## config.mk

```make
export PLATFORM = sky130hd
export DESIGN_NAME = writeMerger
export DESIGN_NICKNAME = d
export VERILOG_FILES = /design/src/source/ramPkg.sv /design/src/source/writeMerger.sv
export SDC_FILE = /design/constraint.sdc
export NUM_CORES = 1
export LEC_CHECK = 0
export BUFFER_PORTS_ARGS = -buffer_cell sky130_fd_sc_hd__buf_4
export CORE_AREA = 2 2 80 82
export DETAILED_ROUTE_END_ITERATION = 8
export DIE_AREA = 0 0 82 84
export PLACE_DENSITY = 0.89
export SYNTH_ARGS = -nofsm -noshare
export SYNTH_HDL_FRONTEND = slang
export SYNTH_SLANG_ARGS = --single-unit
```

## constraint.sdc

```tcl
create_clock -name vclk -period 3.04
set_input_delay 0.152 -clock vclk [all_inputs]
set_output_delay 0.152 -clock vclk [all_outputs]
set_load 0.1 [all_outputs]
```

## src/source/ramPkg.sv

```systemverilog
package ramPkg;

    localparam int dataWidth  = 64;
    localparam int addrWidth  = 32;
    localparam int idxWidth   = 16;
    localparam int idWidth    = 4;
    localparam int lenWidth   = 8;
    localparam int sizeWidth  = 3;
    localparam int burstWidth = 2;
    localparam int strbWidth  = dataWidth / 8;
    localparam int offWidth   = $clog2(strbWidth);
    localparam int memDepth   = 1 << idxWidth;

    // largest size code the bus can carry, 8 bytes.
    localparam int maxSize = offWidth;

    typedef logic [dataWidth-1:0]  dataT;
    typedef logic [addrWidth-1:0]  addrT;
    typedef logic [idxWidth-1:0]   idxT;
    typedef logic [idWidth-1:0]    idT;
    typedef logic [lenWidth-1:0]   lenT;
    typedef logic [sizeWidth-1:0]  sizeT;
    typedef logic [burstWidth-1:0] burstT;
    typedef logic [strbWidth-1:0]  strbT;
    typedef logic [offWidth-1:0]   offT;

    // byte count of one beat, 1 to 8.
    typedef logic [offWidth:0] bytesT;

    // fetch issues one word per beat, beat waits for the last one to leave.
    typedef enum logic [1:0] {
        rdIdle,
        rdFetch,
        rdBeat
    } rdStateT;

    typedef enum logic [1:0] {
        wrIdle,
        wrData,
        wrResp
    } wrStateT;

endpackage

```

## src/source/writeMerger.sv

```systemverilog
module writeMerger (
    input  ramPkg::dataT wData,
    input  ramPkg::strbT wStrb,
    input  ramPkg::offT  wrOff,
    output ramPkg::dataT mergeData,
    output ramPkg::dataT mergeMask
);

    ramPkg::dataT                byteMask;
    logic [ramPkg::offWidth+2:0] shiftBits;

    always_comb begin
        for (int i = 0; i < ramPkg::strbWidth; i++) begin
            byteMask[8*i +: 8] = {8{wStrb[i]}};
        end
    end

    // narrow beats arrive right-justified.
    assign shiftBits = {wrOff, 3'b000};
    assign mergeData = wData << shiftBits;
    assign mergeMask = byteMask << shiftBits;

endmodule

```

* After elaboration in Yosys (flattened, before gate mapping)
Cells that the tools add are included.
Operators by class: shift operators 2
Operator list (number):
- 64-bit by 6-bit << shifter with 64-bit output | 2
Word-level totals: input bits 75, flip-flop bits (word level) 0, word-level logic and storage cells 2, output and inout bits 128

* Longest topological paths before layout
depth in word-level cells 1, depth in mapped cells 7, depth with buffers taken out 3

* Worst setup path before layout
No wires, ideal clock.
kind input to output, start in wrOff[0], end out mergeMask[33], arrival time 3.986 ns, stages 6, setup slack -1.098 ns, path through buf_6 buf_12 buf_8 buf_2 o31ai_1 buf_4
Between the ends: cells in the longest elaborated chain, start to end 1
RTL lines:
- start, declared | line writeMerger.sv:4 | input ramPkg::offT wrOff,
- 64-bit by 6-bit << shifter with 64-bit output | line writeMerger.sv:21 | assign mergeMask = byteMask << shiftBits;
- end, declared | line writeMerger.sv:6 | output ramPkg::dataT mergeMask
Every way passes these cells.

* Worst setup path after layout
start in wrOff[0], end out mergeData[52]
Between the ends: cells in the longest elaborated chain, start to end 1
RTL lines:
- 64-bit by 6-bit << shifter with 64-bit output | line writeMerger.sv:20 | assign mergeData = wData << shiftBits;
- end, declared | line writeMerger.sv:5 | output ramPkg::dataT mergeData,
Every way passes these cells.

==> results_dict.tcl <==
set metrics [dict create \
    post_drt_wl_per_cell_um 18.5 \
    viasPerCell 5.80 \
    synth_top_cell_by_area "mux2i_1" \
    postSynthAreaPerCell_um2 7.84 \
    drt_iter0_markers 169 \
    path_cells "buf_4 > nor2b_1 > buf_4 > a22oi_1 > a222oi_1 > buf_4" \
    path_depth 6 \
    startpoint_type "primary input" \
    setup_tns_ns 0 \
    wirelength_mm 9.42 \
    power.leakage_nw 1.87 \
    crit_fanout 32 \
    hold_depth 3 \
    fillers 559 \
    critPathRequiredTime_ns 2.89 \
    core_um2 6100 \
    worst_path_max_delay_cell "nor2b_1" \
    io_buffers 203 \
    hold_viol 0 \
    final_cell_mix "buf_4, mux2i_1, nor2_1" \
    grt_usage_pct 25.0 \
    grt-busiest-layer "met2" \
    drc 0 \
    areaGrowthSynthToFinish_pct 44.4 \
    overflow 0 \
    power_mw 1.65 \
    layout_commonest_cell "buf_4" \
    postLayoutCoreUtil_pct 56.8 \
    first_pass_iters 5 \
    finalSetupViolCount 0 \
    cts_setup_buffers 0 \
    final_cells 509 \
    synth_top_cell_area_share_pct 25.0 \
    rows 29 \
    synth_warnings 0 \
    start_util_pct 39.3 \
    cp-end-kind "output port" \
    dp_hpwl_mm 7.27 \
    status "finished, final reports clean" \
    grtUsageMet3_pct 2.49 \
    netlist_area_um2 2400 \
    grt_max_degree 40 \
    synth_nets 381 \
    grt.met2_usage_pct 45.5 \
    layout_min_cycle_time_ns 2.33 \
    hp-class "in2out" \
    path_class "in2out" \
    die_height_um 84 \
    synthCells 306 \
    cpPeakStageDelay_ns 0.48 \
    die_x_um 82 \
    dieArea_um2 6890 \
    rsz0062_at_grt "no" \
    final_cell_area_um2 3460 \
    path_delay_family "buffers and inverters" \
    cp_num_buf_inv 3 \
    grt_first_pass_wirelength_mm 14.0 \
    final_max_slew_viol_count 0 \
    max_freq_ghz 0.429 \
    drive_above_1_share_pct 56.7 \
    final_net_count 509 \
    cts_hold_buf 0 \
    yosysSeqAreaShare_pct 0 \
    fin_crit_sh_pct 76.6 \
    ys_top_cells_by_area "mux2i_1, buf_4, mux2_2, nor2_1, buf_6" \
    clkbuf_count 0 \
    setup_ws_ns 0.711 \
    antenna_found_initial 0 \
    gp_congestion 0.916 \
    place_area_um2 3460 \
    seq_cell_count 0 \
    post-place-ws_ns 0.781 \
    ys_types 36 \
    path_common_cell "buf_4" \
    grtUsageMet1_pct 31.7 \
    vias 2950 \
    dp.cells 509 \
    fin_hold_ws_ns 0.785 \
    io_pins 203 \
    cts_resized 0 \
    worst_pin_slew_ns 0.823 \
    power.density_nw_per_um2 477 \
    slew_headroom_pct 45.1 \
    drv_cap 0 \
    ff_latch_area_um2 0 \
    worstPathArrival_ns 2.18 \
    grt_pass1_vias 2747 \
    antenna_cells 0 \
    ir_drop_mv 0.472 \
    final_antenna_net_count 0 \
]
-- metal layers --
layer / vias to the layer above / routed length (um) / part of all wire (%)
met5: - / 0 / 0
li1: 1347 / - / -
met1: 1391 / 3630 / 39
met3: 12 / 941 / 10
met2: 200 / 4770 / 51
met4: 0 / 82 / 0.87
-- cell usage after synthesis (all sizes together) --
library cell  count
nor2             35
nand2b            2
a31oi             1
and2              1
a21oi             1
clkbuf            6
a31o              2
nor3b             1
nand2             5
nor2b             4
o22a              9
a222oi            8
clkinv            1
a221o             8
o31ai             1
mux2             20
mux4              1
a21o              5
o221ai            2
nor3              8
and3              9
a22oi             9
or2               1
mux2i            60
buf              81
o21ai             9
o22ai            16
-- kinds of logic (layout without fill, tap and decap cells) --
kind of cell	after synthesis	after routing	share of synthesized area, %
AOI/OAI and AO/OA	71	71	23.3
muxes	81	81	36.3
and+or+nand+nor	66	66	13.0
buffers and inverters	88	214	27.4
-- tightest hold or removal path, stage by stage --
cell and delay, ns:
buf_4 0.09, a21o_1 0.10, buf_4 0.28
-- layout make-up --
type | count | area (um2) | share of cell area (%)
tap | 77 | 96.3 | 2.78
multi-input combinational | 218 | 1770 | 51.0
timing repair buffer | 213 | 1600 | 46.2
inverter | 1 | 3.75 | 0.108
-- path summary, 6_finish.rpt --
kind                             to  slack (ns)     start
worst max-delay path  mergeData[52]        0.71  wrOff[0]
worst min-delay path  mergeData[33]        0.79  wData[1]
-- where the power goes --
group / internal [mW] / switching (mW)
combinational: 0.364 / 1.29
sequential: 0 / 0
clock: 0 / 0
Note: power is estimated with default switching activity, not from simulation.
