**config.mk**
```make
export PLATFORM = sky130hd
export DESIGN_NAME = readAligner
export DESIGN_NICKNAME = d
export VERILOG_FILES = /design/src/source/ramPkg.sv /design/src/source/readAligner.sv
export SDC_FILE = /design/constraint.sdc
export NUM_CORES = 1
export LEC_CHECK = 0
export ABC_AREA = 1
export ABC_CLOCK_PERIOD_IN_PS = 800
export BUFFER_PORTS_ARGS = -buffer_cell sky130_fd_sc_hd__buf_2
export CORE_MARGIN = 5
export CORE_UTILIZATION = 30
export DETAILED_ROUTE_END_ITERATION = 16
export SLEW_MARGIN = 20
export SYNTH_ARGS = -nofsm -noshare
export SYNTH_HDL_FRONTEND = slang
export SYNTH_SLANG_ARGS = --single-unit
```
**constraint.sdc**
```tcl
create_clock -name clk -period 0.8 [get_ports clk]
set_clock_uncertainty 0.1 [all_clocks]
set_input_delay 0.16 -clock clk [delete_from_list [all_inputs] [get_ports clk]]
set_output_delay 0.16 -clock clk [all_outputs]
set_load 0.02 [all_outputs]
```
**src/source/ramPkg.sv**
```systemverilog
package ramPkg;

    localparam int dataWidth  = 64;
    localparam int addrWidth  = 32;
    localparam int idxWidth   = 16;
    localparam int idWidth    = 4;
    localparam int lenWidth   = 8;
    localparam int sizeWidth  = 3;
    localparam int burstWidth = 2;
    localparam int strbWidth  = dataWidth / 8;
    localparam int offWidth   = $clog2(strbWidth);
    localparam int memDepth   = 1 << idxWidth;

    // largest size code the bus can carry, 8 bytes.
    localparam int maxSize = offWidth;

    typedef logic [dataWidth-1:0]  dataT;
    typedef logic [addrWidth-1:0]  addrT;
    typedef logic [idxWidth-1:0]   idxT;
    typedef logic [idWidth-1:0]    idT;
    typedef logic [lenWidth-1:0]   lenT;
    typedef logic [sizeWidth-1:0]  sizeT;
    typedef logic [burstWidth-1:0] burstT;
    typedef logic [strbWidth-1:0]  strbT;
    typedef logic [offWidth-1:0]   offT;

    // byte count of one beat, 1 to 8.
    typedef logic [offWidth:0] bytesT;

    // fetch issues one word per beat, beat waits for the last one to leave.
    typedef enum logic [1:0] {
        rdIdle,
        rdFetch,
        rdBeat
    } rdStateT;

    typedef enum logic [1:0] {
        wrIdle,
        wrData,
        wrResp
    } wrStateT;

endpackage

```
**src/source/readAligner.sv**
```systemverilog
module readAligner (
    input  logic         clk,
    input  logic         arstN,
    input  ramPkg::dataT rdWord,
    input  ramPkg::offT  rdOff,
    output ramPkg::dataT rData
);

    logic [ramPkg::offWidth+2:0] shiftBits;

    assign shiftBits = {rdOff, 3'b000};

    // upper lanes keep whatever sits above the beat.
    always_ff @(posedge clk or negedge arstN) begin
        if (!arstN) begin
            rData <= '0;
        end else begin
            rData <= rdWord >> shiftBits; // addressed byte lands in lane 0.
        end
    end

endmodule

```
Word level (Yosys, flattened, before mapping)

Index checks and enable logic that the tools add are counted.

Bits in registers: 64

Shifts and indexed selects: 1

Operators with widths:

| kind          | number |
|---|---|
| $shr 64x6->64 | 1 |

Longest topological paths before layout

Depth after elaboration: 1
Gate-level depth with buffers: 6

Worst setup path before layout

No wires, ideal clock.

Path type: in2reg
Start: input rdOff[1]
End: register rData[16]
Setup time: 0.118 ns
Arrival: 0.727 ns
Setup slack: -0.146 ns
Cell stages on the path: 5
Cells stage by stage: inv_2 clkbuf_1 nand3_1 nand3_1 nand2_1

Word-level cells in the longest chain between the ends: 1

RTL lines:

| what                 | line              | source |
|---|---|---|
| start, declared      | readAligner.sv:5  | `input ramPkg::offT rdOff,` |
| $shr 64x6->64        | readAligner.sv:18 | `rData <= rdWord >> shiftBits;` |
| end signal, assigned | readAligner.sv:18 |  |
| end, declared        | readAligner.sv:6  | `output ramPkg::dataT rData` |

Every way passes these cells.

Worst setup path in the final report

Start: register rData[11]
End: output rData[11]

No word-level cell between the ends.

==> flow_metrics.env <==
export IMPL_maxSlewHeadroom_pct=78.41
export IMPL_antenna_cells=0
export IMPL_vias_per_cell=5.068
export IMPL_cap_violations=0
export IMPL_synthDominantCellAreaShare_pct=46.55
export IMPL_dieHeight_um=117.1
export IMPL_drt_total_wl_um=13290
export IMPL_power_switching_mw=2.995
export IMPL_grt_total_usage_pct=18.88
export IMPL_die_width_um=117.1
export IMPL_critPathLaunchType="flip-flop"
export IMPL_overflow=0
export IMPL_numCtsBuffers=9
export IMPL_cts_htree_levels=3
export IMPL_grt_pass1_wl_um=19840
export IMPL_yosysUniqueCellTypes=13
export IMPL_top_register="rData"
export IMPL_clk_pin_slew_ns=0.06
export IMPL_dp_hpwl_um=9359
export IMPL_critPathKind="flip-flop to primary output"
export IMPL_status="finished with violations"
export IMPL_crit_path_end_kind="primary output"
export IMPL_seq_area_frac_synth_pct=46.55
export IMPL_fin_nets=690
export IMPL_vias=3892
export IMPL_p_leak_nw=2.880
export IMPL_setup_slack_ns=-0.3415
export IMPL_area_growth_pct=59.78
export IMPL_io_pins=133
export IMPL_io_buffers=132
export IMPL_p_seq_share_pct=35.4
export IMPL_place_ws_ns=-0.4375
export IMPL_drt_wirelength_per_cell_um=17.31
export IMPL_hold_viol=0
export IMPL_critPathTopFamily="flip-flops"
export IMPL_syn_area_mm2=0.003441
export IMPL_tightest_slew_ns=0.3239
export IMPL_critPathBufInv=1
export IMPL_ir_drop_uv=784.4
export IMPL_grt_max_degree=31
export IMPL_gp_congestion=0.9313
export IMPL_cts_sinks=64
export IMPL_power_density_mw_per_mm2=1871
export IMPL_fmax_mhz=876.0
export IMPL_drtIter0Drc=438
export IMPL_firstDrtPassIters=5
export IMPL_p_int_mw=7.289
export IMPL_swShare_pct=29.12
export IMPL_max_stage_delay_ns=0.41
export IMPL_dieArea_mm2=0.01371
export IMPL_rows=39
export IMPL_worstHoldPathType="input port to flip-flop"
export IMPL_cp_max_fo=1
export IMPL_rsz0062_at_grt="yes"
export IMPL_p_comb_share_pct=25.5
export IMPL_largestRegisters="rData (64)"
export IMPL_synth_warnings=0
export IMPL_synth_area_top_cells="dfrtp_1 (47%), nand3_1 (21%), nand2_1 (21%), nor2_1 (2.6%), buf_2 (2.2%)"
export IMPL_grt_pass1_vias=3648
export IMPL_violations="negative setup slack"
export IMPL_clockBufferDepth=2
export IMPL_drive_gt1_share_pct=34.88
export IMPL_clock_root_buffer="clkbuf_16"
export IMPL_fin_crit_sh_pct=142.7
export IMPL_avgSynthCellArea_um2=7.183
export IMPL_drc=0
export IMPL_critPathArrivalTime_ns=0.88
export IMPL_coreArea_mm2=0.01132
export IMPL_clkPwrFrac_pct=39.1
export IMPL_final_util_pct=48.56
export IMPL_antenna_found_initial=0
export IMPL_largest_register_ffs=64
export IMPL_crit_chain="buf_6"
export IMPL_worstPathRequired_ns=0.54
export IMPL_cp_slowest_cell="dfrtp_1"
export IMPL_synth_top_cell_by_area="dfrtp_1"
export IMPL_ys_ff_latch=64
export IMPL_drtAntennaViolNets=0
export IMPL_syn_num_nets=548
export IMPL_maxSlewViolCount=0
export IMPL_tritoncts="yes"
export IMPL_setup_viol_count_final=64
export IMPL_period_minus_slack_ns=1.142
export IMPL_initial_utilization_pct=30.39
export IMPL_tns_ns=-19.20
export IMPL_synthCells=479
==> synthesized netlist by cell type <==
cell type / count
nor2_1: 24
buf_1: 5
nand4_1: 8
buf_4: 6
nand3_1: 144
nand2_1: 192
buf_2: 15
buf_6: 4
inv_2: 2
nor3_1: 8
inv_1: 1
dfrtp_1: 64
clkbuf_1: 6
==> layout by cell type (no fill, tap or decap), drive strengths merged <==
| master | synthesis | layout |
|---|---|---|
| bufinv | 0 | 1 |
| nor3 | 8 | 8 |
| nor2 | 24 | 24 |
| clkbuf | 6 | 17 |
| nand4 | 8 | 8 |
| inv | 3 | 2 |
| dlygate4sd3 | 0 | 1 |
| buf | 30 | 161 |
| dfrtp | 64 | 64 |
| clkinv | 0 | 3 |
| nand2 | 192 | 192 |
| nand3 | 144 | 144 |
==> per-layer routing <==
metal / vias to the layer above / global-route usage (%) / share of wire (%)
met3: 20 / 4.422 / 8.8
met1: 1800 / 29.03 / 46
met5: - / 0 / 0
met4: 0 / 7.110 / 1.9
li1: 1866 / - / -
met2: 206 / 25.41 / 44
==> logic make-up (layout without fill, tap and decap cells) <==
logic type	after synthesis	after routing	share of synthesized area, %
simple gates	376	376	47.13
flops	64	64	46.55
buf+inv	39	185	6.327
==> power groups by stage <==
stage | clock [mW] | combinational (mW) | sequential [mW]
CTS | 4.07 | 2.49 | 3.64
global placement | 0 | 2.11 | 3.63
global route | 4.22 | 2.83 | 3.66
finish | 4.02 | 2.63 | 3.64
floorplan | 0 | 0.908 | 3.93
detailed placement | 0 | 2.12 | 3.63
==> through the flow <==
stage / hold slack (ns) / cells / total power, mW / cell area [um2]
2_1_floorplan: -0.2356 / 479 / 4.843 / 3548
3_3_place_gp: -0.04519 / 746 / 5.735 / 4467
3_5_place_dp: -0.04316 / 746 / 5.749 / 4467
4_1_cts: 0.002127 / 764 / 10.19 / 5275
5_1_grt: 0.02673 / 768 / 10.71 / 5498
6_report: 0.01683 / 768 / 10.28 / 5498
==> final timing paths <==
| path | from | to | slack, ns | depth (start not counted) |
|---|---|---|---|---|
| max | rData[11]$_DFF_PN0_ | rData[11] | -0.34 | 1 |
| min | rdWord[62] | rData[62]$_DFF_PN0_ | 0.02 | 3 |
| max in group asynchronous | arstN | rData[29]$_DFF_PN0_ | 0.10 | 3 |
| min in group asynchronous | arstN | rData[48]$_DFF_PN0_ | 0.14 | 2 |
==> cell type report <==
type,count,area (um2)
clock buffers,12,266.5
clock inverters,3,40.04
fillers,1119,5823
inverters,3,36.28
multi-input cells,376,1757
flip-flops and latches,64,1602
well taps,143,178.9
repair buffers,167,1618
==> what timing repair did <==
action	CTS	global route
pin swaps	0	3
hold endpoints to repair	64	0
endpoints found under the setup margin	100	120
gates cloned	2	4
hold buffers	1	0
setup buffers	0	0
resized for setup	138	36
Note: power is estimated with default switching activity, not from simulation.
