File: config.mk
export PLATFORM = sky130hd
export DESIGN_NAME = ramCtrl
export DESIGN_NICKNAME = d
export VERILOG_FILES = /design/src/source/ramPkg.sv /design/src/source/ramCtrl.sv
export SDC_FILE = /design/constraint.sdc
export NUM_CORES = 1
export LEC_CHECK = 0
export ABC_AREA = 1
export BUFFER_PORTS_ARGS = -buffer_cell sky130_fd_sc_hd__buf_2
export CAP_MARGIN = 20
export CORE_MARGIN = 5
export CORE_UTILIZATION = 41
export CTS_CLUSTER_DIAMETER = 200
export DETAILED_ROUTE_END_ITERATION = 7
export HOLD_SLACK_MARGIN = 0.03
export PLACE_DENSITY = 0.76
export SETUP_SLACK_MARGIN = 0.1
export SYNTH_ARGS = -nofsm -noshare
export SYNTH_HDL_FRONTEND = slang
export SYNTH_SLANG_ARGS = --single-unit
export TNS_END_PERCENT = 20
File: constraint.sdc
create_clock -name clk -period 5.8 [get_ports clk]
set_input_delay 0.58 -clock clk [delete_from_list [all_inputs] [get_ports clk]]
set_output_delay 0.58 -clock clk [all_outputs]
set_load 0.02 [all_outputs]
File: src/source/ramPkg.sv
package ramPkg;

    localparam int dataWidth  = 64;
    localparam int addrWidth  = 32;
    localparam int idxWidth   = 16;
    localparam int idWidth    = 4;
    localparam int lenWidth   = 8;
    localparam int sizeWidth  = 3;
    localparam int burstWidth = 2;
    localparam int strbWidth  = dataWidth / 8;
    localparam int offWidth   = $clog2(strbWidth);
    localparam int memDepth   = 1 << idxWidth;

    // largest size code the bus can carry, 8 bytes.
    localparam int maxSize = offWidth;

    typedef logic [dataWidth-1:0]  dataT;
    typedef logic [addrWidth-1:0]  addrT;
    typedef logic [idxWidth-1:0]   idxT;
    typedef logic [idWidth-1:0]    idT;
    typedef logic [lenWidth-1:0]   lenT;
    typedef logic [sizeWidth-1:0]  sizeT;
    typedef logic [burstWidth-1:0] burstT;
    typedef logic [strbWidth-1:0]  strbT;
    typedef logic [offWidth-1:0]   offT;

    // byte count of one beat, 1 to 8.
    typedef logic [offWidth:0] bytesT;

    // fetch issues one word per beat, beat waits for the last one to leave.
    typedef enum logic [1:0] {
        rdIdle,
        rdFetch,
        rdBeat
    } rdStateT;

    typedef enum logic [1:0] {
        wrIdle,
        wrData,
        wrResp
    } wrStateT;

endpackage

File: src/source/ramCtrl.sv
module ramCtrl (
    input  logic          clk,
    input  logic          arstN,
    input  logic          arValid,
    input  ramPkg::idT    arId,
    input  ramPkg::addrT  arAddr,
    input  ramPkg::lenT   arLen,
    input  ramPkg::sizeT  arSize,
    input  ramPkg::burstT arBurst,
    input  logic          awValid,
    input  ramPkg::idT    awId,
    input  ramPkg::addrT  awAddr,
    input  ramPkg::lenT   awLen,
    input  ramPkg::sizeT  awSize,
    input  ramPkg::burstT awBurst,
    input  logic          wValid,
    input  logic          wLast,
    output logic          arReady,
    output logic          rValid,
    output ramPkg::idT    rId,
    output logic          rLast,
    output logic          awReady,
    output logic          wReady,
    output logic          bValid,
    output ramPkg::idT    bId,
    output ramPkg::idxT   rdIdx,
    output ramPkg::offT   rdOff,
    output ramPkg::idxT   wrIdx,
    output ramPkg::offT   wrOff,
    output logic          wrEn
);

    ramPkg::rdStateT rdState;
    ramPkg::wrStateT wrState;
    ramPkg::lenT     rdCount;
    ramPkg::lenT     wrCount;
    ramPkg::offT     rdPos;
    ramPkg::bytesT   rdBytes;
    ramPkg::bytesT   wrBytes;
    logic            rdPend;
    logic            rdPendLast;
    logic [ramPkg::offWidth:0] rdStep;
    logic [ramPkg::offWidth:0] wrStep;
    logic            arTake;
    logic            awTake;
    logic            wTake;
    logic            wDone;

    // top bit set when the next beat starts in the following word.
    function automatic logic [ramPkg::offWidth:0] advance(ramPkg::offT off,
                                                          ramPkg::bytesT bytes);
        return {1'b0, off} + bytes;
    endfunction

    assign arTake = arValid && arReady;
    assign awTake = awValid && awReady;
    assign wTake  = wValid && wReady;
    assign wDone  = wTake && (wLast || wrCount == '0);
    assign rdStep = advance(rdPos, rdBytes);
    assign wrStep = advance(wrOff, wrBytes);

    assign arReady = rdState == ramPkg::rdIdle;
    assign awReady = wrState == ramPkg::wrIdle;
    assign wReady  = wrState == ramPkg::wrData;
    assign bValid  = wrState == ramPkg::wrResp;
    assign wrEn    = wTake;

    always_ff @(posedge clk or negedge arstN) begin
        if (!arstN) begin
            rdState    <= ramPkg::rdIdle;
            rdCount    <= '0;
            rdPend     <= 1'b0;
            rdPendLast <= 1'b0;
            rValid     <= 1'b0;
            rLast      <= 1'b0;
        end else begin
            // memory stage, then aligner stage.
            rdPend     <= rdState == ramPkg::rdFetch;
            rdPendLast <= rdState == ramPkg::rdFetch && rdCount == '0;
            rValid     <= rdPend;
            rLast      <= rdPendLast;
            case (rdState)
                ramPkg::rdIdle: begin
                    if (arTake) begin
                        rdState <= ramPkg::rdFetch;
                        rdCount <= (arBurst == '0) ? '0 : arLen; // fixed type is one beat.
                    end
                end
                ramPkg::rdFetch: begin
                    if (rdCount == '0) begin
                        rdState <= ramPkg::rdBeat;
                    end else begin
                        rdCount <= rdCount - 1'b1;
                    end
                end
                ramPkg::rdBeat: begin
                    if (rLast) begin
                        rdState <= ramPkg::rdIdle;
                    end
                end
                default: rdState <= ramPkg::rdIdle;
            endcase
        end
    end

    always_ff @(posedge clk) begin
        if (arTake) begin
            rdIdx   <= arAddr[ramPkg::offWidth +: ramPkg::idxWidth];
            rdPos   <= arAddr[ramPkg::offWidth-1:0];
            rdBytes <= ramPkg::bytesT'(1) << arSize;
            rId     <= arId;
        end else if (rdState == ramPkg::rdFetch) begin
            rdIdx <= rdIdx + ramPkg::idxT'(rdStep[ramPkg::offWidth]);
            rdPos <= rdStep[ramPkg::offWidth-1:0];
        end
        rdOff <= rdPos; // follows the word into the memory register.
    end

    always_ff @(posedge clk or negedge arstN) begin
        if (!arstN) begin
            wrState <= ramPkg::wrIdle;
            wrCount <= '0;
        end else begin
            case (wrState)
                ramPkg::wrIdle: begin
                    if (awTake) begin
                        wrState <= ramPkg::wrData;
                        wrCount <= (awBurst == '0) ? '0 : awLen;
                    end
                end
                ramPkg::wrData: begin
                    if (wDone) begin
                        wrState <= ramPkg::wrResp;
                    end else if (wTake) begin
                        wrCount <= wrCount - 1'b1;
                    end
                end
                ramPkg::wrResp: wrState <= ramPkg::wrIdle;
                default: wrState <= ramPkg::wrIdle;
            endcase
        end
    end

    always_ff @(posedge clk) begin
        if (awTake) begin
            wrIdx   <= awAddr[ramPkg::offWidth +: ramPkg::idxWidth];
            wrOff   <= awAddr[ramPkg::offWidth-1:0];
            wrBytes <= ramPkg::bytesT'(1) << awSize;
            bId     <= awId;
        end else if (wTake) begin
            wrIdx <= wrIdx + ramPkg::idxT'(wrStep[ramPkg::offWidth]);
            wrOff <= wrStep[ramPkg::offWidth-1:0];
        end
    end

    arSizeLegal: assert property (@(posedge clk) disable iff (!arstN)
        arTake |-> arSize <= ramPkg::maxSize);

    awSizeLegal: assert property (@(posedge clk) disable iff (!arstN)
        awTake |-> awSize <= ramPkg::maxSize);

    // wLast from the master matches the remaining beat count.
    lastMatchesCount: assert property (@(posedge clk) disable iff (!arstN)
        wTake |-> wLast == (wrCount == '0));

endmodule

# Yosys cells after proc, flatten, opt, wreduce, memory -nomap -nowiden
# Index checks and enable logic that the tools add are counted.
# W data, S select, Z words.
dict set report word_totals {
  out_inout_bits 53
  ram_bits 0
  mem_count 0
  elab_cells 81
  mem_bits_ro 0
  latch_bits 0
  register_bits 81
  inputBits 104
}
dict set report classes {
  n_shift 2
  mux 24
  div 0
  bitwise_logic 0
  reduce_logical 20
  magnitude_cmp 0
  eq_ne 12
  n_addsub 6
  multipliers 0
}
# operator n
set op_table {}
lappend op_table {{$mux W16} 4}
lappend op_table {{$mux W8} 7}
lappend op_table {{$add A16 B1 Y16} 2}
lappend op_table {{$pmux W8 S2} 2}
lappend op_table {{$logic_not A8 Y1} 2}
lappend op_table {{$sub A8 B1 Y8 const B} 2}
lappend op_table {{$mux W3} 4}
lappend op_table {{$mux W2} 5}
lappend op_table {{$ne A2 B1 Y1 const B} 5}
lappend op_table {{$add A3 B4 Y4} 2}
lappend op_table {{$logic_not A2 Y1} 4}
lappend op_table {{$reduce_bool A2 Y1} 4}
lappend op_table {{$shl A1 B3 Y4 const A} 2}
lappend op_table {{$ne A2 B2 Y1 const B} 3}
lappend op_table {{$pmux W2 S3} 1}
lappend op_table {{$reduce_and A3 Y1} 2}
lappend op_table {{$logic_and A1 B1 Y1} 5}
lappend op_table {{$eq A2 B1 Y1 const B} 2}
lappend op_table {{$eq A2 B2 Y1 const B} 2}
lappend op_table {{$pmux W2 S2} 1}
lappend op_table {{$reduce_and A4 Y1} 1}
lappend op_table {{$reduce_and A2 Y1} 1}
lappend op_table {{$logic_or A1 B1 Y1} 1}

# Longest topological paths before layout
# Gate-level depths: netlist (run 1).
dict set report logic_depth {
  word_depth 5
  depth_mapped 15
  depth_no_buf 15
}

# Worst setup path before layout (run 1)
# No wires, ideal clock.
dict set report synth_timing {
  kind {reg2reg}
  from {reg wrOff[2]}
  to {reg wrIdx[14], data pin}
  t_arrival_ns 2.178
  slack_ns 3.368
  synth_period_minus_slack_ns 2.432
  setup_time_ns 0.254
  stages_incl_launch_ff 14
  n_path_buf 0
  required_ns 5.546
  path_cell_list {edfxtp_1 ha_1 a21oi_1 nand2_1 xor2_1 ha_1 ha_1 nand2_1 nor2_1 nand2_1 inv_1 nand3_1 nand3_1 nand2_1}
}
dict set report synth_between {
  elab_chain_cells 4
}
# item line_no
set synth_rtl {}
lappend synth_rtl {{from (decl)} ramCtrl.sv:29} ;# output ramPkg::offT wrOff,
lappend synth_rtl {{from (signal assigned)} ramCtrl.sv:147} ;# wrOff <= awAddr[ramPkg::offWidth-1:0];
lappend synth_rtl {{from (signal assigned)} ramCtrl.sv:152} ;# wrOff <= wrStep[ramPkg::offWidth-1:0];
lappend synth_rtl {{$add A3 B4 Y4} ramCtrl.sv:52} ;# return {1'b0, off} + bytes;
lappend synth_rtl {{$add A16 B1 Y16} ramCtrl.sv:151} ;# wrIdx <= wrIdx + ramPkg::idxT'(wrStep[ramPkg::offWidth]);
lappend synth_rtl {{$mux W16} ramCtrl.sv:150} ;# end else if (wTake) begin
lappend synth_rtl {{$mux W16} ramCtrl.sv:145} ;# if (awTake) begin
lappend synth_rtl {{to (signal assigned)} ramCtrl.sv:146} ;# wrIdx <= awAddr[ramPkg::offWidth +: ramPkg::idxWidth];
lappend synth_rtl {{to (signal assigned)} ramCtrl.sv:151}
lappend synth_rtl {{to (decl)} ramCtrl.sv:28} ;# output ramPkg::idxT wrIdx,
# No other way between the ends. The select of a mux whose other input is x is not followed.
# A chain may end at the register's enable or synchronous reset.

# Worst setup path in the final report (run 1)
# Ends and elaborated chain as after synthesis.

==> impl_metrics.tcl, run 1 <==
set metrics [dict create \
    power_frac_clock_pct 12.4 \
    layout.nets 775 \
    cts_resized 0 \
    seq_power_share_pct 40.0 \
    start_util_pct 41.7 \
    cts_buffers 9 \
    most-common-layout-cells "nand2_1 (162), buf_2 (130), edfxtp_1 (54), nand3_1 (53), inv_1 (50)" \
    grt_pass1_vias 3721 \
    yosysSeqAreaShare_pct 50.5 \
    cts_sinks 81 \
    dieArea_um2 13200 \
    cap_viol_max_count 0 \
    leakage_nw 2.62 \
    p_comb_share_pct 47.5 \
    setup_tns_ns 0 \
    track_usage_pct 15.5 \
    syn_nets 644 \
    dpl.hpwl_um 7980 \
    cts_setup_buffers 0 \
    pre_cts_ws_ns 3.18 \
    required_ns 5.89 \
    rsz0062_at_grt "false" \
    end_kind "flip-flop" \
    hold_viol_final 0 \
    worstMarginPinSlew_ns 0.956 \
    p_int_mw 1.62 \
    status "finished clean" \
    ios 157 \
    clockBufferDepth 2 \
    portBuffers 130 \
    post-route-period-util_pct 45.5 \
    switching_share_pct 45.1 \
    synth.distinct_cells 35 \
    ys.flop_type "edfxtp_1" \
    wl_um 10400 \
    fin_crit_ns 2.64 \
    ant_nets 0 \
    ys_ff_latch 81 \
    cts_max_level 3 \
    syn_inst 524 \
    finalSetupViolations 0 \
    gp_congestion 0.890 \
    antenna_cells 0 \
    antenna_found_initial 0 \
    grt_pass1_wl_um 16600 \
    switchingPower_mw 1.33 \
    fmax_mhz 379 \
    clk_latency_ns 0.35 \
    coreArea_um2 10800 \
    areaGrowthSynthToFinish_pct 20.7 \
    ctsHoldBuffers 0 \
    crit_type "flip-flop to flip-flop" \
    fin_skew_ns 0.0112 \
    grt_overflow_total 0 \
    cts_tree "built" \
    async_reset_ff_share_pct 29.6 \
    power_density_nw_per_um2 540 \
    syn_area_um2 4520 \
    dr.pass1.iters 5 \
    clkTransAtPathRegs_ns 0.08 \
    rows 38 \
    ir_drop_v 0.000269 \
    first_iter_violations 273 \
    synth_enable_flop_cells 54 \
    grt_max_degree 36 \
    drc 0 \
    slew_headroom_pct 35.9 \
    yosys_warnings 0 \
    hold_class "input pin to asynchronous set/reset pin" \
    die_y_um 115 \
    wl_per_cell_um 12.9 \
    vias 3972 \
    worstSetupStartpointType "flip-flop" \
    syn_avg_cell_area_um2 8.62 \
    die_w_um 115 \
    slew_viol_final 0 \
    drive_gt1_share_pct 25.5 \
    ctsRootBufferMaster "clkbuf_8" \
    cp_max_fo 4 \
    viasPerCell 4.97 \
    cp.arrival_ns 2.73 \
    finalWorstSetupSlack_ns 3.16 \
    mostFrequentLayoutCell "nand2_1" \
]
[critical path, cell delays in order, from the launching register on]
cell and delay [ns]:
edfxtp_1 0.41, ha_1 0.36, a21oi_1 0.14, nand2_1 0.08
xor2_1 0.17, ha_1 0.20, ha_1 0.18, nand2_1 0.10
nor2_1 0.27, nand2_1 0.18, inv_1 0.10, nand3_1 0.07
nand3_1 0.08, nand2_1 0.05
[registers in the layout, summed over array words and instances, names as in the netlist]
register / count
rdPendLast: 1
rdCount: 8
wrOff: 3
rdBytes: 4
rdState: 2
rdPos: 3
rValid: 1
wrCount: 8
wrBytes: 4
rId: 4
rLast: 1
rdPend: 1
wrState: 2
wrIdx: 16
rdOff: 3
bId: 4
rdIdx: 16
[through the flow]
step                std cells  hold slack [ns]  util (%)  power [mW]  cell area (um^2)
CTS                       799            0.209      50.2        2.97              5440
detailed placement        783            0.341      48.6        2.60              5270
global placement          783            0.334      48.6        2.54              5270
global route              800            0.237      50.3        3.20              5450
floorplan                 524            0.284         -        2.20              4520
finish                    800            0.207      50.3        2.95              5450
[cell families after synthesis]
group                      Yosys count  share of synthesized area (%)
adders and majority gates           16                           4.76
and+or+nand+nor                    292                           28.2
DFF                                 81                           50.5
AOI/OAI and AO/OA                   52                           6.84
buffers and inverters               64                           6.01
xor gates and xnor gates            19                           3.68
[final timing paths]
check,start,to,slack [ns],cells past startpoint
hold reg to reg,rdPend,rValid,0.36,0
max in group asynchronous,arstN,wrCount[3],5.22,1
setup / recovery,wrOff[2],wrIdx[14],3.16,13
setup reg to reg,wrOff[2],wrIdx[14],3.16,13
hold / removal,arstN,rdCount[6],0.21,1
min in group clk,rdPend,rValid,0.36,0
[final cells by class]
type                            count  area [um^2]
Tap cell                          140          175
Fill cell                        1017         5390
Multi-Input combinational cell    379         1960
Clock buffer                       13          149
Clock inverter                      3         17.5
Inverter                           53          199
Sequential cell                    81         2280
Timing Repair Buffer              131          666
[power groups by stage]
stage,clock (mW),combinational [mW],sequential (mW)
after floorplan,0,0.869,1.33
after global placement,0,1.36,1.18
after detailed placement,0,1.41,1.19
after CTS,0.378,1.41,1.18
after global routing,0.402,1.58,1.21
final,0.366,1.40,1.18
[routing by layer]
metal / wire (um) / GRT usage [%] / vias to the layer above
met5: 0 / 0 / -
li1: - / - / 2007
met4: 137 / 6.34 / 0
met2: 5120 / 27.0 / 123
met3: 655 / 2.21 / 9
met1: 4440 / 19.3 / 1833
[synthesized netlist by cell type (3+ instances only)]
| cell type | count | area [um^2] |
|---|---|---|
| nand2_1 | 162 | 608 |
| edfxtp_1 | 54 | 1620 |
| nand3_1 | 53 | 265 |
| inv_1 | 50 | 188 |
| nor2_1 | 34 | 128 |
| o21ai_0 | 29 | 145 |
| dfrtp_1 | 24 | 601 |
| ha_1 | 14 | 175 |
| nor3_1 | 14 | 70.1 |
| xor2_1 | 12 | 105 |
| nand4_1 | 11 | 68.8 |
| nand2_2 | 8 | 50.1 |
| o21ai_2 | 7 | 61.3 |
| xnor2_1 | 7 | 61.3 |
| a31oi_1 | 4 | 25.0 |
| buf_2 | 4 | 20.0 |
| a21oi_1 | 3 | 15.0 |
| buf_4 | 3 | 22.5 |
| dfxtp_1 | 3 | 60.1 |
| nor2_2 | 3 | 18.8 |
Note: power is estimated with default switching activity, not from simulation.
==> inputs of run 2 (changes only) <==
Clock period 5.8 ns to 2.7 ns, I/O delays scaled along.
==> impl_metrics.tcl, run 2 (same netlist as run 1, synthesis figures left out) <==
set metrics [dict create \
    leakage_nw 2.65 \
    start_util_pct 41.7 \
    ir_drop_v 0.000504 \
    crit_chain "ha_1, a21oi_1, nand2_1, xor2_1, ha_1, nand3_1, nor3_4, nand4_1, nand3_1, nand2_1" \
    coreArea_um2 10800 \
    cp.arrival_ns 2.54 \
    power_mw 6.35 \
    fin_crit_ns 2.44 \
    mostFrequentLayoutCell "nand2_1" \
    dpl.hpwl_um 8190 \
    first_iter_violations 233 \
    dr.pass1.iters 5 \
    dieArea_um2 13200 \
    critPathMaxStageDelay_ns 0.42 \
    die_w_um 115 \
    fillers 1033 \
    rows 38 \
    grt_pass1_vias 3978 \
    power_density_nw_per_um2 1150 \
    cp_max_fo 9 \
    track_usage_pct 16.1 \
    placedCellCount 788 \
    final_cells 806 \
    critical-path-top-delay-family "simple AND/OR/NAND/NOR gates" \
    multi_input_area_um2 1980 \
    cts_max_level 3 \
    critPathSlowestCell "edfxtp_1" \
    met3_usage_pct 2.32 \
    ios 157 \
    required_ns 2.80 \
    slew_headroom_pct 36.8 \
    regArea_um2 2280 \
    grt_overflow_total 0 \
    hold_viol_final 0 \
    place_area_um2 5310 \
    fmax_mhz 410 \
    r2r-start "wrOff[2]" \
    finalSetupViolations 0 \
    cts_sinks 81 \
    use_met1_pct 19.8 \
    end_kind "flip-flop" \
    wl_um 10500 \
    antenna_found_initial 0 \
    status "finished clean" \
    vias 3988 \
    gp_congestion 0.890 \
    post-route-period-util_pct 90.4 \
    path_buf_inv 0 \
    pre_cts_ws_ns 0.237 \
    drc 0 \
    hold_start "awId[2]" \
    antenna_cells 0 \
    areaGrowthSynthToFinish_pct 22.0 \
    hold_ws_ns 0.0915 \
    grt_max_degree 36 \
    worstSetupStartpoint "wrOff[2]" \
    wl_per_cell_um 13.1 \
    rsz0062_at_grt "true" \
    utilization_pct 50.9 \
    die_y_um 115 \
    clk_latency_ns 0.35 \
    viasPerCell 4.95 \
    setup_tns_ns 0 \
    r2r_setup_slack_ns 0.26 \
    worstSetupStartpointType "flip-flop" \
    clockBufferDepth 2 \
    grt.busiest_layer "met2" \
    grt_pass1_wl_um 17400 \
    most-common-layout-cells "nand2_1 (161), buf_2 (130), edfxtp_1 (54), nand3_1 (53), inv_1 (50)" \
    hold_class "input pin to flip-flop" \
    reg_top3 "rdIdx x16, wrIdx x16" \
    drive_gt1_share_pct 26.4 \
    worstMarginPinSlew_ns 0.942 \
    cts_setup_buffers 0 \
    cap_viol_max_count 0 \
    clkTransAtPathRegs_ns 0.08 \
    portBuffers 130 \
    grt_use_met2_pct 27.9 \
    crit_type "flip-flop to flip-flop" \
    fin_skew_ns 0.0108 \
    ctsRootBufferMaster "clkbuf_8" \
    finalWorstSetupSlack_ns 0.260 \
    ant_nets 0 \
    cts_tree "built" \
    cts_buffers 9 \
    layout.nets 781 \
    postLayoutCellArea_um2 5510 \
    slew_viol_final 0 \
]
## run 2: worst register-to-register path: cells and delay by family (launching register included)
| kind | cells | cell delay [ns] |
|---|---|---|
| fa+ha+maj | 2 | 0.55 |
| flops | 1 | 0.42 |
| xor+xnor | 1 | 0.15 |
| compound gates | 1 | 0.14 |
| simple gates | 6 | 0.94 |
## run 2: worst paths after layout
check | cells past startpoint | to
max | 10 | wrIdx[9]
min reg2reg | 0 | rValid
min in group asynchronous | 2 | rdCount[0]
max reg2reg | 10 | wrIdx[9]
max in group asynchronous | 2 | wrCount[7]
min | 1 | bId[2]
## run 2: metal layers
metal | vias up | part of all wire (%)
met2 | 128 | 50
met1 | 1832 | 41
met4 | 0 | 1.7
met5 | - | 0
li1 | 2016 | -
met3 | 12 | 6.9
## run 2: repair_timing
action | 4_1_cts | 5_1_grt
endpoints found under the hold margin | 24 | 0
hold buffers | 1 | 0
setup endpoints to repair | 0 | 5
resized for setup | 0 | 3
## run 2: power by group
| part | leakage, nW | internal (mW) | switching [mW] |
|---|---|---|---|
| registers | 0.852 | 2.06 | 0.480 |
| clock network | 0.0877 | 0.358 | 0.414 |
| logic | 1.71 | 1.08 | 1.96 |
## run 2: final cells by class
| type | instances | share of cell area (%) |
|---|---|---|
| timing repair buffer | 137 | 12.9 |
| sequential | 81 | 41.4 |
| inverter | 53 | 3.61 |
| tap | 140 | 3.18 |
| multi-input combinational | 379 | 36.0 |
| clock buffer | 13 | 2.70 |
| clock inverter | 3 | 0.295 |
==> inputs of run 3 (changes only) <==
Settings changed: ABC_AREA 1 to 0.
==> impl_metrics.tcl, run 3 <==
set metrics [dict create \
    worstMarginPinSlew_ns 0.664 \
    ys_ff_latch 81 \
    crit_chain "ha_1, a21o_1, a21oi_2, xnor2_1, ha_2, ha_2, nand4_1, nor4_2, xnor2_1, o21ai_0" \
    syn_avg_cell_area_um2 10.3 \
    track_usage_pct 16.4 \
    yosysTopAreaCell "edfxtp_1" \
    rows 37 \
    yosysMostFrequentCell "edfxtp_1" \
    wl_um 10600 \
    start_util_pct 41.6 \
    end_kind "flip-flop" \
    place_area_um2 5120 \
    wl_per_cell_um 15.1 \
    met3_usage_pct 4.40 \
    yosys_warnings 0 \
    clockBufferDepth 2 \
    path_buf_inv 0 \
    synth_area_leaders "edfxtp_1 (38%), dfrtp_1 (14%), nand2_1 (4.6%)" \
    cts_buffers 9 \
    finalSetupViolations 0 \
    utilization_pct 52.9 \
    critPathMaxStageDelay_ns 0.41 \
    postLayoutCellArea_um2 5410 \
    power_density_nw_per_um2 1140 \
    areaGrowthSynthToFinish_pct 27.1 \
    grt_overflow_total 0 \
    fin_crit_ns 2.60 \
    die_y_um 112 \
    required_ns 2.79 \
    use_met1_pct 20.7 \
    post-route-period-util_pct 96.2 \
    dr.pass1.iters 4 \
    layout.nets 678 \
    syn_area_um2 4260 \
    grt_max_degree 37 \
    async_reset_ff_share_pct 29.6 \
    yosys-top-cells-count "edfxtp_1 (54), nand2_1 (52), o21ai_0 (34)" \
    mostFrequentLayoutCell "buf_2" \
    hold_class "input pin to flip-flop" \
    power_mw 6.18 \
    critical-path-top-delay-family "adder cells" \
    ir_drop_v 0.000586 \
    ant_nets 0 \
    syn_nets 535 \
    hold_viol_final 0 \
    ios 157 \
    critPathSlowestCell "edfxtp_1" \
    fillers 926 \
    coreArea_um2 10200 \
    dieArea_um2 12500 \
    fin_skew_ns 0.00857 \
    worstSetupStartpointType "flip-flop" \
    antenna_cells 0 \
    clk_latency_ns 0.34 \
    slew_viol_final 0 \
    portBuffers 130 \
    gp_congestion 0.826 \
    crit_type "flip-flop to flip-flop" \
    status "finished clean" \
    synth.top_cell.area_share_pct 38.1 \
    yosysSeqAreaShare_pct 53.6 \
    reg_top3 "rdIdx x16, wrIdx x16" \
    synth.distinct_cells 50 \
    first_iter_violations 186 \
    cap_viol_max_count 0 \
    vias 3685 \
    ctsRootBufferMaster "clkbuf_8" \
    die_w_um 112 \
    cts_max_level 3 \
    viasPerCell 5.27 \
    ys.flop_type "edfxtp_1" \
    dpl.hpwl_um 7690 \
    drc 0 \
    cp_max_fo 3 \
    cts_tree "built" \
    grt_pass1_vias 3650 \
    synth_enable_flop_cells 54 \
    drive_gt1_share_pct 31.8 \
    grt_use_met2_pct 27.3 \
    grt_pass1_wl_um 17000 \
    leakage_nw 2.22 \
    antenna_found_initial 0 \
    syn_inst 415 \
    slew_headroom_pct 55.6 \
    fmax_mhz 385 \
    rsz0062_at_grt "true" \
    most-common-layout-cells "buf_2 (130), edfxtp_1 (54), nand2_1 (51), o21ai_0 (34), nor2_1 (28)" \
    cts_sinks 81 \
    grt.busiest_layer "met2" \
    clkTransAtPathRegs_ns 0.08 \
    cp.arrival_ns 2.69 \
    setup_tns_ns 0 \
]
-- run 3: changes by cell type in the layout (fill, tap and decap cells not counted), sizes merged, moves of 7 or more --
| cell | previous run | this run |
|---|---|---|
| nor4 | 0 | 11 |
| nor3b | 0 | 7 |
| xnor2 | 7 | 21 |
| a21oi | 3 | 24 |
| nand3 | 53 | 16 |
| inv | 52 | 21 |
| nand2 | 171 | 52 |
| nor2 | 37 | 28 |
| buf | 136 | 147 |
-- run 3: final cells by class --
| cell class | count | area, um^2 | area share, % |
|---|---|---|---|
| tap | 136 | 170 | 3.14 |
| sequential | 81 | 2280 | 42.2 |
| inverter | 21 | 78.8 | 1.46 |
| timing repair buffer | 148 | 801 | 14.8 |
| clock buffer | 16 | 150 | 2.77 |
| multi-input combinational | 297 | 1930 | 35.7 |
-- run 3: logic make-up after synthesis --
| family | after synthesis | synth area share [%] |
|---|---|---|
| AND/OR/NAND/NOR | 162 | 19.2 |
| AO/OA/AOI/OAI | 89 | 12.7 |
| flip-flops | 81 | 53.6 |
| buffers and inverters | 37 | 3.32 |
| XOR/XNOR | 30 | 6.17 |
| adder cells (fa/ha/maj) | 16 | 5.05 |
-- run 3: final timing paths --
check,from,end,slack (ns),depth (start not counted)
min in group asynchronous,arstN,rdState[0],0.45,2
min,arId[0],rId[0],0.1,1
max reg2reg,rdBytes[1],rdIdx[14],0.10,10
max,rdBytes[1],rdIdx[14],0.10,10
min reg2reg,rdPendLast,rLast,0.35,0
max in group asynchronous,arstN,wrCount[5],1.87,2
-- run 3: where the power goes --
part	total (mW)	switching, mW	internal [mW]
Clock	0.741	0.402	0.338
Combinational	2.88	1.74	1.14
Sequential	2.57	0.523	2.04
Total	6.18	2.66	3.52
-- run 3: per-stage QoR --
stage                     instances  hold WS, ns  setup slack [ns]
after floorplan                 415      -0.0256             0.103
after global placement          676        0.291            0.0173
after detailed placement        676        0.296           -0.0660
after CTS                       696       0.0737            0.0578
after global routing            699       0.0685           -0.0260
final                           699       0.0983             0.103
-- run 3: repair_timing --
item / CTS / global route
buffers inserted: 3 / 3
hold buffers: 1 / 0
endpoints found under the hold margin: 24 / 0
resized for setup: 5 / 13
setup endpoints to repair: 7 / 12
pin swaps: 5 / 8
-- run 3: layer usage --
metal	part of all wire, %	up-vias	wire length, um
met3	7.8	14	823
li1	-	1799	-
met4	1.4	0	153
met2	48	154	5020
met5	0	-	0
met1	43	1718	4570
